--- src/verilog/crypto_fu_pkg.sv ---
// Crypto functional unit package
// Shared widths, the opcode and state encodings, the request bundle
// and small helpers that sort opcodes into their datapath class.
// Covers xperm4/xperm8, SHA-256 sigma/sum and SM3 p0/p1 on RV32.

`default_nettype none

package crypto_fu_pkg;

    // --------------------------------------------------
    // Widths
    // --------------------------------------------------
    localparam int xlen         = 32;               // Data width, RV32 only
    localparam int nibble_w     = 4;                // xperm4 lane width
    localparam int byte_w       = 8;                // xperm8 lane width
    localparam int op_w         = 4;                // Opcode field width

    localparam int xlen_nibbles = xlen / nibble_w;  // 8 nibble lanes
    localparam int xlen_bytes   = xlen / byte_w;    // 4 byte lanes
    localparam int nib_idx_w    = $clog2(xlen_nibbles); // Legal nibble index bits
    localparam int byte_idx_w   = $clog2(xlen_bytes);   // Legal byte index bits

    // --------------------------------------------------
    // Opcodes
    // --------------------------------------------------
    // Encodings 8..15 are illegal
    typedef enum logic [op_w-1:0] {
        op_xperm4      = 4'd0,  // Crossbar permute, nibbles
        op_xperm8      = 4'd1,  // Crossbar permute, bytes
        op_sha256_sig0 = 4'd2,  // SHA-256 sigma 0
        op_sha256_sig1 = 4'd3,  // SHA-256 sigma 1
        op_sha256_sum0 = 4'd4,  // SHA-256 sum 0
        op_sha256_sum1 = 4'd5,  // SHA-256 sum 1
        op_sm3_p0      = 4'd6,  // SM3 permutation P0
        op_sm3_p1      = 4'd7   // SM3 permutation P1
    } crypto_op_t;

    // One request, held stable until ready
    typedef struct packed {
        crypto_op_t        op;   // Operation
        logic [xlen-1:0]   rs1;  // Source register 1
        logic [xlen-1:0]   rs2;  // Source register 2
    } fu_req_t;                  // 68 bits

    // Control FSM states
    typedef enum logic {
        st_idle = 1'b0,  // Waiting for valid
        st_done = 1'b1   // Result out, ready high
    } fu_state_t;

    // --------------------------------------------------
    // Opcode class helpers
    // --------------------------------------------------
    // Crossbar class, everything else legal is hash class
    function automatic logic op_is_xperm(input crypto_op_t op);
        return (op == op_xperm4) || (op == op_xperm8);
    endfunction

    // True for the eight defined encodings only
    function automatic logic op_is_legal(input crypto_op_t op);
        return op inside {op_xperm4, op_xperm8,
                          op_sha256_sig0, op_sha256_sig1,
                          op_sha256_sum0, op_sha256_sum1,
                          op_sm3_p0, op_sm3_p1};
    endfunction

endpackage

`default_nettype wire
--- src/verilog/crypto_fu_top.sv ---
// Crypto functional unit top level
// Takes one RV32 request at a time under valid/ready and returns one
// result a fixed cycle later. The crossbar and hash units evaluate the
// held request in parallel and the control block registers the one
// the opcode addresses.

`timescale 1ns/1ns
`default_nettype none

module crypto_fu_top (
    input  wire                                dut_g_clk,     // Unit clock
    input  wire                                dut_g_resetn,  // Sync reset, active high
    input  wire                                valid,         // Request valid
    input  var crypto_fu_pkg::fu_req_t         req,           // Opcode, rs1, rs2
    output logic                               ready,         // Result valid
    output logic [crypto_fu_pkg::xlen-1:0]     rd             // Result
);

    // --------------------------------------------------
    // Datapath results
    // --------------------------------------------------
    logic [crypto_fu_pkg::xlen-1:0] xperm_rd;  // From crossbar unit
    logic [crypto_fu_pkg::xlen-1:0] hash_rd;   // From hash unit

    crypto_xperm i_crypto_xperm (
        .req      (req),
        .xperm_rd (xperm_rd)
    );

    crypto_hash_sigma i_crypto_hash_sigma (
        .req      (req),
        .hash_rd  (hash_rd)
    );

    // --------------------------------------------------
    // Handshake and result register
    // --------------------------------------------------
    crypto_fu_ctrl i_crypto_fu_ctrl (
        .dut_g_clk    (dut_g_clk),
        .dut_g_resetn (dut_g_resetn),
        .valid        (valid),
        .op           (req.op),     // Only the opcode steers control
        .xperm_rd     (xperm_rd),
        .hash_rd      (hash_rd),
        .ready        (ready),
        .rd           (rd)
    );

endmodule

`default_nettype wire

--- src/verilog/crypto_fu_ctrl.sv ---
// Crypto functional unit control
// Two-state handshake FSM. On a valid request in idle it captures the
// result of the addressed datapath into rd and raises ready for one
// cycle, then returns to idle. Also checks the requester side rules.

`timescale 1ns/1ns
`default_nettype none

module crypto_fu_ctrl (
    input  wire                                dut_g_clk,     // Unit clock
    input  wire                                dut_g_resetn,  // Sync reset, active high
    input  wire                                valid,         // Request valid
    input  var crypto_fu_pkg::crypto_op_t      op,            // Request opcode
    input  wire  [crypto_fu_pkg::xlen-1:0]     xperm_rd,      // Crossbar result
    input  wire  [crypto_fu_pkg::xlen-1:0]     hash_rd,       // Hash result
    output logic                               ready,         // Result valid, one cycle
    output logic [crypto_fu_pkg::xlen-1:0]     rd             // Registered result
);

    // --------------------------------------------------
    // State
    // --------------------------------------------------
    crypto_fu_pkg::fu_state_t       state;       // Current state
    crypto_fu_pkg::fu_state_t       state_nxt;   // Next state
    logic                           accept;      // Request taken this edge
    logic [crypto_fu_pkg::xlen-1:0] sel_rd;      // Result to capture

    // Take a request only from idle
    assign accept = valid && (state == crypto_fu_pkg::st_idle);

    // Opcode class picks the datapath
    assign sel_rd = crypto_fu_pkg::op_is_xperm(op) ? xperm_rd : hash_rd;

    always_comb begin
        state_nxt = state;
        case (state)
            crypto_fu_pkg::st_idle: begin
                if (valid) begin
                    state_nxt = crypto_fu_pkg::st_done;  // Latch result now
                end
            end
            crypto_fu_pkg::st_done: begin
                state_nxt = crypto_fu_pkg::st_idle;      // Always one cycle
            end
            default: begin
                state_nxt = crypto_fu_pkg::st_idle;
            end
        endcase
    end

    always_ff @(posedge dut_g_clk) begin
        if (dut_g_resetn) begin
            state <= crypto_fu_pkg::st_idle;
        end else begin
            state <= state_nxt;
        end
    end

    // --------------------------------------------------
    // Result register
    // --------------------------------------------------
    always_ff @(posedge dut_g_clk) begin
        if (dut_g_resetn) begin
            rd <= '0;              // Zero out of reset
        end else if (accept) begin
            rd <= sel_rd;          // Held until the next accept
        end
    end

    // Ready is the done state itself
    assign ready = (state == crypto_fu_pkg::st_done);

    // --------------------------------------------------
    // Assertions
    // --------------------------------------------------
    // Requester must only present defined opcodes
    a_op_legal : assert property (
        @(posedge dut_g_clk) disable iff (dut_g_resetn)
        valid |-> crypto_fu_pkg::op_is_legal(op)
    ) else $error("illegal opcode %0d with valid", op);

    // One ready pulse per request, never back to back
    a_ready_pulse : assert property (
        @(posedge dut_g_clk) disable iff (dut_g_resetn)
        ready |=> !ready
    ) else $error("ready held for two cycles");

    // Opcode must not change while the request waits
    a_op_stable : assert property (
        @(posedge dut_g_clk) disable iff (dut_g_resetn)
        (valid && !ready) |=> $stable(op)
    ) else $error("opcode changed before ready");

endmodule

`default_nettype wire

--- src/verilog/crypto_hash_sigma.sv ---
// Hash rotate-xor unit
// SHA-256 sigma0/sigma1/sum0/sum1 and SM3 P0/P1 on rs1.
// All six results are formed in parallel from fixed rotates and
// shifts, then the opcode picks one. Purely combinational.

`timescale 1ns/1ns
`default_nettype none

module crypto_hash_sigma (
    input  var crypto_fu_pkg::fu_req_t         req,     // Opcode and sources
    output logic [crypto_fu_pkg::xlen-1:0]     hash_rd  // Hash function result
);

    // --------------------------------------------------
    // Rotate helpers
    // --------------------------------------------------
    // Constant amounts only, so these are just wiring
    function automatic logic [crypto_fu_pkg::xlen-1:0] ror(
        input logic [crypto_fu_pkg::xlen-1:0] x,
        input int                             n
    );
        return (x >> n) | (x << (crypto_fu_pkg::xlen - n));
    endfunction

    function automatic logic [crypto_fu_pkg::xlen-1:0] rol(
        input logic [crypto_fu_pkg::xlen-1:0] x,
        input int                             n
    );
        return (x << n) | (x >> (crypto_fu_pkg::xlen - n));
    endfunction

    // --------------------------------------------------
    // Function outputs
    // --------------------------------------------------
    logic [crypto_fu_pkg::xlen-1:0] x;         // rs1, the only operand
    logic [crypto_fu_pkg::xlen-1:0] sha_sig0;  // SHA-256 small sigma 0
    logic [crypto_fu_pkg::xlen-1:0] sha_sig1;  // SHA-256 small sigma 1
    logic [crypto_fu_pkg::xlen-1:0] sha_sum0;  // SHA-256 big sigma 0
    logic [crypto_fu_pkg::xlen-1:0] sha_sum1;  // SHA-256 big sigma 1
    logic [crypto_fu_pkg::xlen-1:0] sm3_p0;    // SM3 P0
    logic [crypto_fu_pkg::xlen-1:0] sm3_p1;    // SM3 P1

    assign x = req.rs1;

    // Small sigmas mix in a plain shift
    assign sha_sig0 = ror(x, 7)  ^ ror(x, 18) ^ (x >> 3);
    assign sha_sig1 = ror(x, 17) ^ ror(x, 19) ^ (x >> 10);

    // Big sigmas are three rotates
    assign sha_sum0 = ror(x, 2)  ^ ror(x, 13) ^ ror(x, 22);
    assign sha_sum1 = ror(x, 6)  ^ ror(x, 11) ^ ror(x, 25);

    // SM3 permutations keep x itself
    assign sm3_p0   = x ^ rol(x, 9)  ^ rol(x, 17);
    assign sm3_p1   = x ^ rol(x, 15) ^ rol(x, 23);

    // --------------------------------------------------
    // Result select
    // --------------------------------------------------
    always_comb begin
        case (req.op)
            crypto_fu_pkg::op_sha256_sig0: hash_rd = sha_sig0;
            crypto_fu_pkg::op_sha256_sig1: hash_rd = sha_sig1;
            crypto_fu_pkg::op_sha256_sum0: hash_rd = sha_sum0;
            crypto_fu_pkg::op_sha256_sum1: hash_rd = sha_sum1;
            crypto_fu_pkg::op_sm3_p0:      hash_rd = sm3_p0;   // Compression P0
            crypto_fu_pkg::op_sm3_p1:      hash_rd = sm3_p1;   // Expansion P1
            default:                       hash_rd = '0;       // xperm ops
        endcase
    end

endmodule

`default_nettype wire

--- src/verilog/crypto_xperm.sv ---
// Crossbar permutation unit
// Builds xperm4 and xperm8 results. Each lane of rs2 picks a lane of
// rs1 by index; an index past the last lane yields a zero lane.
// Purely combinational.

`timescale 1ns/1ns
`default_nettype none

module crypto_xperm (
    input  var crypto_fu_pkg::fu_req_t         req,      // Opcode and sources
    output logic [crypto_fu_pkg::xlen-1:0]     xperm_rd  // Permuted result
);

    // --------------------------------------------------
    // Operand unpack
    // --------------------------------------------------
    logic [crypto_fu_pkg::xlen-1:0] rs1;        // Table of lanes
    logic [crypto_fu_pkg::xlen-1:0] rs2;        // Lane indices
    logic [crypto_fu_pkg::xlen-1:0] xperm4_rd;  // Nibble permute result
    logic [crypto_fu_pkg::xlen-1:0] xperm8_rd;  // Byte permute result

    assign rs1 = req.rs1;
    assign rs2 = req.rs2;

    // --------------------------------------------------
    // Nibble crossbar
    // --------------------------------------------------
    always_comb begin : p_xperm4
        logic [crypto_fu_pkg::nibble_w-1:0]  idx;  // Index from rs2
        logic [crypto_fu_pkg::nib_idx_w-1:0] sel;  // In-range part of idx
        xperm4_rd = '0;
        for (int i = 0; i < crypto_fu_pkg::xlen_nibbles; i++) begin
            idx = rs2[i*crypto_fu_pkg::nibble_w +: crypto_fu_pkg::nibble_w];
            sel = idx[crypto_fu_pkg::nib_idx_w-1:0];
            // Index 8 and up leaves the lane at zero
            if (idx < crypto_fu_pkg::xlen_nibbles) begin
                xperm4_rd[i*crypto_fu_pkg::nibble_w +: crypto_fu_pkg::nibble_w] =
                    rs1[sel*crypto_fu_pkg::nibble_w +: crypto_fu_pkg::nibble_w];
            end
        end
    end

    // --------------------------------------------------
    // Byte crossbar
    // --------------------------------------------------
    always_comb begin : p_xperm8
        logic [crypto_fu_pkg::byte_w-1:0]     idx;  // Index from rs2
        logic [crypto_fu_pkg::byte_idx_w-1:0] sel;  // In-range part of idx
        xperm8_rd = '0;
        for (int i = 0; i < crypto_fu_pkg::xlen_bytes; i++) begin
            idx = rs2[i*crypto_fu_pkg::byte_w +: crypto_fu_pkg::byte_w];
            sel = idx[crypto_fu_pkg::byte_idx_w-1:0];
            // Only indices 0..3 name a real byte
            if (idx < crypto_fu_pkg::xlen_bytes) begin
                xperm8_rd[i*crypto_fu_pkg::byte_w +: crypto_fu_pkg::byte_w] =
                    rs1[sel*crypto_fu_pkg::byte_w +: crypto_fu_pkg::byte_w];
            end
        end
    end

    // --------------------------------------------------
    // Result select
    // --------------------------------------------------
    always_comb begin
        case (req.op)
            crypto_fu_pkg::op_xperm4: xperm_rd = xperm4_rd;  // Nibble lanes
            crypto_fu_pkg::op_xperm8: xperm_rd = xperm8_rd;  // Byte lanes
            default:                  xperm_rd = '0;         // Hash ops, unused here
        endcase
    end

endmodule

`default_nettype wire

--- config.mk ---
export PLATFORM = sky130hd
export DESIGN_NAME = crypto_fu_top
export DESIGN_NICKNAME = d
export VERILOG_FILES = /design/src/verilog/crypto_fu_pkg.sv /design/src/verilog/crypto_fu_top.sv /design/src/verilog/crypto_fu_ctrl.sv /design/src/verilog/crypto_hash_sigma.sv /design/src/verilog/crypto_xperm.sv
export SDC_FILE = /design/constraint.sdc
export NUM_CORES = 1
export LEC_CHECK = 0
export BUFFER_PORTS_ARGS = -buffer_cell sky130_fd_sc_hd__buf_4
export CORE_AREA = 2 2 95 188
export CTS_CLUSTER_DIAMETER = 80
export DETAILED_ROUTE_END_ITERATION = 8
export DIE_AREA = 0 0 97 190
export PLACE_DENSITY_LB_ADDON = 0.25
export SETUP_SLACK_MARGIN = 0.15
export SYNTH_ARGS = -nofsm -noshare
export SYNTH_HDL_FRONTEND = slang
export SYNTH_SLANG_ARGS = --single-unit
--- constraint.sdc ---
create_clock -name dut_g_clk -period 2.4 [get_ports dut_g_clk]
set_input_delay 0.48 -clock dut_g_clk [delete_from_list [all_inputs] [get_ports dut_g_clk]]
set_output_delay 0.48 -clock dut_g_clk [all_outputs]
set_load 0.05 [all_outputs]
After elaboration in Yosys (flattened, before gate mapping)
Index checks and enable logic that the tools add are counted.
{"block": "totals", "register_bits": 33, "out_inout_bits": 33}
{"block": "classes", "eq_ne": 7, "bitwise": 26, "n_lt_le_gt_ge": 12, "n_shift": 12, "n_mux": 17, "reduce_logical": 3}
{"op": "$xor A32 B32 Y32", "count": 10}
{"op": "$shiftx A32 B6 Y4", "count": 8}
{"op": "$pmux W32 S6", "count": 1}
{"op": "$shiftx A32 B6 Y8", "count": 4}
{"op": "$pmux W32 S2", "count": 1}
{"op": "$lt A4 B4 Y1 const B", "count": 8}
{"op": "$lt A8 B3 Y1 const B", "count": 4}
{"op": "$mux W32", "count": 1}
{"op": "$mux W4", "count": 8}
{"op": "$mux W8", "count": 4}
{"op": "$or A10 B32 Y32", "count": 1}
{"op": "$or A13 B32 Y32", "count": 1}
{"op": "$or A14 B32 Y32", "count": 1}
{"op": "$or A15 B32 Y32", "count": 1}
{"op": "$or A19 B32 Y32", "count": 1}
{"op": "$or A21 B32 Y32", "count": 1}
{"op": "$or A25 B32 Y32", "count": 1}
{"op": "$or A26 B32 Y32", "count": 1}
{"op": "$or A30 B32 Y32", "count": 1}
{"op": "$or A32 B17 Y32", "count": 1}
{"op": "$or A32 B23 Y32", "count": 1}
{"op": "$or A32 B9 Y32", "count": 1}
{"op": "$or A7 B32 Y32", "count": 1}
{"op": "$xor A32 B22 Y32", "count": 1}
{"op": "other kinds (10)", "count": 14}

Logic depth before layout (Yosys ltp)
{"block": "logic_depth", "depth_word": 5, "ltp_mapped": 8, "ltp_nobuf": 5}

Modules after synthesis
From an unflattened synthesis, not the netlist that was laid out.
{"block": "unflattened", "cells_unflattened": 939, "hier_area_um2": 8872.3}
{"module": "crypto_hash_sigma", "cells_each": 503, "instances": 1, "area_per_inst_um2": 3844.9}
{"module": "crypto_xperm", "cells_each": 251, "instances": 1, "area_per_inst_um2": 3393.3}
{"module": "crypto_fu_ctrl", "cells_each": 185, "instances": 1, "area_per_inst_um2": 1634.1}

Worst setup path after synthesis
No wires, ideal clock.
{"block": "synth_path", "kind": "input to register", "start": "in req[17] (netlist name)", "end": "reg i_crypto_fu_ctrl.rd[21] (netlist name)", "path_slack_ps": 437, "required_time_ps": 2266, "n_path_buf": 2, "arrival_ps": 1829, "path_stages": 5, "cell_sequence": "buf_2 > buf_2 > mux4_2 > a221oi_1 > a311oi_1"}
{"block": "synth_via", "elab_chain_cells": 4, "word_cells_on_any_way": 5}
{"element": "from (decl)", "line": "crypto_fu_top.sv:14", "source": "input var crypto_fu_pkg::fu_req_t req,"}
{"element": "$shiftx A32 B6 Y8 or $lt A8 B3 Y1 (tied branches)", "line": "crypto_xperm.sv:56, crypto_xperm.sv:54"}
{"element": "$mux W8 (*)", "line": "crypto_xperm.sv:54", "source": "if (idx < crypto_fu_pkg::xlen_bytes) begin"}
{"element": "$pmux W32 S2 (*)", "line": "crypto_xperm.sv:65", "source": "case (req.op)"}
{"element": "$mux W32 (*)", "line": "crypto_fu_ctrl.sv:32", "source": "assign sel_rd = crypto_fu_pkg::op_is_xperm(op) ? xperm_rd : hash_rd;"}
{"element": "to (signal assigned)", "line": "crypto_fu_ctrl.sv:66", "source": "rd <= sel_rd;"}
{"element": "to (decl)", "line": "crypto_fu_ctrl.sv:17", "source": "output logic [crypto_fu_pkg::xlen-1:0] rd"}
Mark *: on every way between the ends. The rest lies on a longest branch, timed or not.
A chain may end at the register's enable or synchronous reset.

Worst setup path after layout
{"block": "layout_path", "start": "in req[67] (netlist name)", "end": "reg i_crypto_fu_ctrl.rd[14] (netlist name)"}
{"block": "layout_via", "elab_chain_cells": 3, "word_cells_on_any_way": 12}
{"element": "$eq A4 B3 Y1, or another cell as far along", "line": "crypto_hash_sigma.sv:61", "source": "case (req.op)"}
{"element": "$pmux W32 S6, or another cell as far along", "line": "crypto_hash_sigma.sv:61"}
{"element": "$mux W32 (*)", "line": "crypto_fu_ctrl.sv:32"}
Marked as above.

==> summary.md <==
| Metric | Value |
|---|---|
| Status | `finished, final reports clean` |
| Cell Area, Synth | `between 0.008 and 0.009 sq mm` |
| Synth Area per Inst | `9.10 sq um` |
| WHS Path Cells | `2` |
| Clock transition at path regs | `0.06 ns` |
| CP Max Fanout | `8` |
| Endpoint class of the critical path | `register` |
| CTS tree | `done` |
| Postcts setup bufs | `0` |
| Yosys Warn Count | `0` |
| Share of cells above drive strength 1 | `0.334` |
| Hold Crit Start | `i_crypto_fu_ctrl.rd[10]` |
| Remaining DRCs | `0` |
| Unrepaired setup endpoints after global routing | `no` |
| GPL Wtd Cong | `slightly above 1` |
| R2R depth | `5` |
| Number of flops mapped to enable cells by yosys | `0` |
| Core Footprint | `between 0.015 and 0.02 sq mm` |
| Hold EP | `i_crypto_fu_ctrl.rd[10]` |
| Clk network pwr share | `0.185` |
| Global route overflow | `0` |
| Final ANT Viol Nets | `0` |
| Final Non-Filler Cells | `1172` |
| First-pass GRT wire length | `54.1 mm` |
| Max cap viols | `0` |
| Input/output buffers | `103` |
| Peak supply drop | `~250 uV` |
| Worst Skew | `~0.0064 ns` |
| Placed Instances | `between 1000 and 1500` |
| Initial antenna violation count | `0` |
| Clock buffer depth | `2` |
| Final setup viols | `0` |
| Vert. Die Dim | `~190 microns` |
| Ys flop type | `dfxtp_1` |
| Commonest cells after routing, fill and taps aside | `xnor2_1 (236), buf_4 (192), mux4_2 (88), nor2_1 (49), nand2_1 (41)` |
| CP Data Arrival Time | `roughly 2.4 ns` |
| Synthesized Nets | `between 900 and 1000` |
| P_leak | `between 0.003 and 0.004 uW` |
| Rows | `68` |
| Reg2reg start | `i_crypto_fu_ctrl.ready` |
| Max Slew Vio Count | `0` |
| Sequential fraction of the synthesis area | `0.0796` |
| CTS Sinks | `33` |
| Clock Latency Late Sink | `around 0.30 ns` |
| Worst Hold Class | `reg2reg` |
| Peak Freq | `~460 MHz` |
| WHS | `a little under 0.5 ns` |
| Fillers | `1608` |
| Worst-margin pin slew | `0.877 ns` |
| DR pass1 iterations | `6` |
| Part of the power in combinational logic | `0.641` |
| TritonCTS Buffers | `5` |
| FF-to-FF End | `i_crypto_fu_ctrl.rd[26]` |
| Total track usage | `0.391` |
| Internal power | `roughly 2000 uW` |
| Cells after Synth | `between 900 and 1000` |
| Final #Nets | `1032` |
| Final period util | `0.902` |
| Layout area overhead | `15.1%` |
| Starting DRT DRC Count | `about 1300` |
| Worst Path Required | `about 2.6 ns` |
| Ports | `approximately 100` |
| Sw Share | `0.442` |
| Cell Pwr Density | `around 370 mW/mm^2` |
| Final worst slack | `approximately 0.24 ns` |
| Number of diodes | `0` |
| Commonest non-fill, non-tap cell in the layout | `xnor2_1` |
| Setup TNS | `0 ns` |
| Number of global-route vias before repair | `approximately 8400` |
| Final Hold Vio Count | `0` |
| HPWL after detailed placement | `25.2 mm` |
| Post-synthesis cell type count | `57` |
| CP Class | `in2reg` |
| CTS H-tree lvls | `2` |
| Vias | `between 8000 and 9000` |
| Fin crit period | `about 2.2 ns` |
| CTS root buf | `clkbuf_16` |
| Seq cells post-synth | `33` |
| Vias/cell | `approximately 7.3` |
| Placement Setup Slack | `-0.0658 ns` |
| Sequential share of power | `0.174` |
| Flop-to-flop setup slack | `roughly 0.81 ns` |
| Post-Route WL | `36.8 mm` |
| Initial Util | `0.486` |
| Ys async rst share | `0` |
| Average wire per standard cell | `31.4 microns` |
| Chip width | `~97 microns` |
| Largest net degree at the start of global routing | `37` |
| Startpoint Class | `primary input` |
| Switching pwr | `approximately 1600 uW` |
| Slew headroom | `0.411` |
| DIE AREA | `0.0184 sq mm` |
==> final cells by class <==
class                      count  area [sq um]  share of cell area
clock buffer                   6           129              0.0135
clock inverter                 2          10.0             0.00105
inverter                       6          22.5             0.00236
multi-input combinational    717          6910               0.723
sequential                    33           661              0.0691
tap                          210           263              0.0275
timing repair buffer         198          1560               0.163
==> Yosys cell counts (4+ instances only) <==
| cell type | count | area (sq um) |
|---|---|---|
| dfxtp_1 | 33 | 661 |
| buf_2 | 96 | 480 |
| a22o_1 | 40 | 350 |
| inv_1 | 6 | 22.5 |
| o21bai_1 | 4 | 30.0 |
| nor3_1 | 7 | 35.0 |
| nor4_1 | 4 | 25.0 |
| a221oi_1 | 30 | 263 |
| nand3_1 | 6 | 30.0 |
| a311oi_1 | 26 | 228 |
| mux2i_1 | 22 | 220 |
| clkbuf_1 | 50 | 188 |
| buf_1 | 8 | 30.0 |
| o21ai_0 | 6 | 30.0 |
| xnor2_1 | 236 | 2070 |
| mux2_2 | 20 | 225 |
| mux4_2 | 88 | 1980 |
| a22oi_1 | 19 | 143 |
| o22ai_1 | 10 | 62.6 |
| a211oi_1 | 21 | 158 |
| a21oi_1 | 13 | 65.1 |
| xor2_1 | 27 | 236 |
| and3_1 | 4 | 25.0 |
| nand2_1 | 41 | 154 |
| nor2_1 | 49 | 184 |
==> state kept, by name, indices dropped and copies added (netlist names) <==
register,cells
i_crypto_fu_ctrl.rd,32
i_crypto_fu_ctrl.ready,1
==> what timing repair did <==
item,4_1_cts,5_1_grt
endpoints found under the setup margin,0,1
hold buffers,0,0
endpoints found under the hold margin,0,0
gates resized for setup,0,1
==> metal layers <==
metal / wire length (microns) / GRT usage
met5: 0 / 0
met4: 3380 / 0.278
met3: 4890 / 0.0871
met2: 16300 / 0.603
met1: 12300 / 0.480
==> power by group through the flow <==
stage               logic (uW)  registers, uW  clock network [uW]
floorplan                 1410            784                   0
global placement          2200            634                   0
detailed placement        2220            636                   0
CTS                       2230            624                 663
global route              2380            627                 678
finish                    2290            623                 660
==> logic make-up after synthesis <==
logic type | count (synthesis) | synth area share
xor+xnor | 264 | 0.279
compound gates | 192 | 0.185
buf+inv | 163 | 0.0899
flops | 33 | 0.0796
mux | 130 | 0.292
simple gates | 131 | 0.0743
==> through the flow <==
step           total power, uW   util  instance area (sq um)
6_report                  3570  0.559                   9560
5_1_grt                   3680  0.559                   9560
4_1_cts                   3520  0.559                   9550
3_5_place_dp              2860  0.550                   9410
3_3_place_gp              2840  0.550                   9410
2_1_floorplan             2190      -                   8300
==> critical path, stage by stage <==
cell       delay [ns]
buf_4            0.13
or4_4            0.59
buf_4            0.22
nor2_1           0.19
o2111ai_1        0.23
and3_1           0.22
a311oi_2         0.30
==> worst max path at each step <==
stage	from	end	slack [ns]	cells past startpoint
CTS	req[67]	i_crypto_fu_ctrl.rd[14]	0.24	7
detailed placement	req[67]	i_crypto_fu_ctrl.rd[14]	-0.07	7
global placement	req[67]	i_crypto_fu_ctrl.rd[14]	-0.02	7
floorplan	req[17]	i_crypto_fu_ctrl.rd[21]	0.44	5
finish	req[67]	i_crypto_fu_ctrl.rd[14]	0.24	7
global route	req[61]	i_crypto_fu_ctrl.rd[7]	0.20	6
Power figures use the tool's default switching activity.
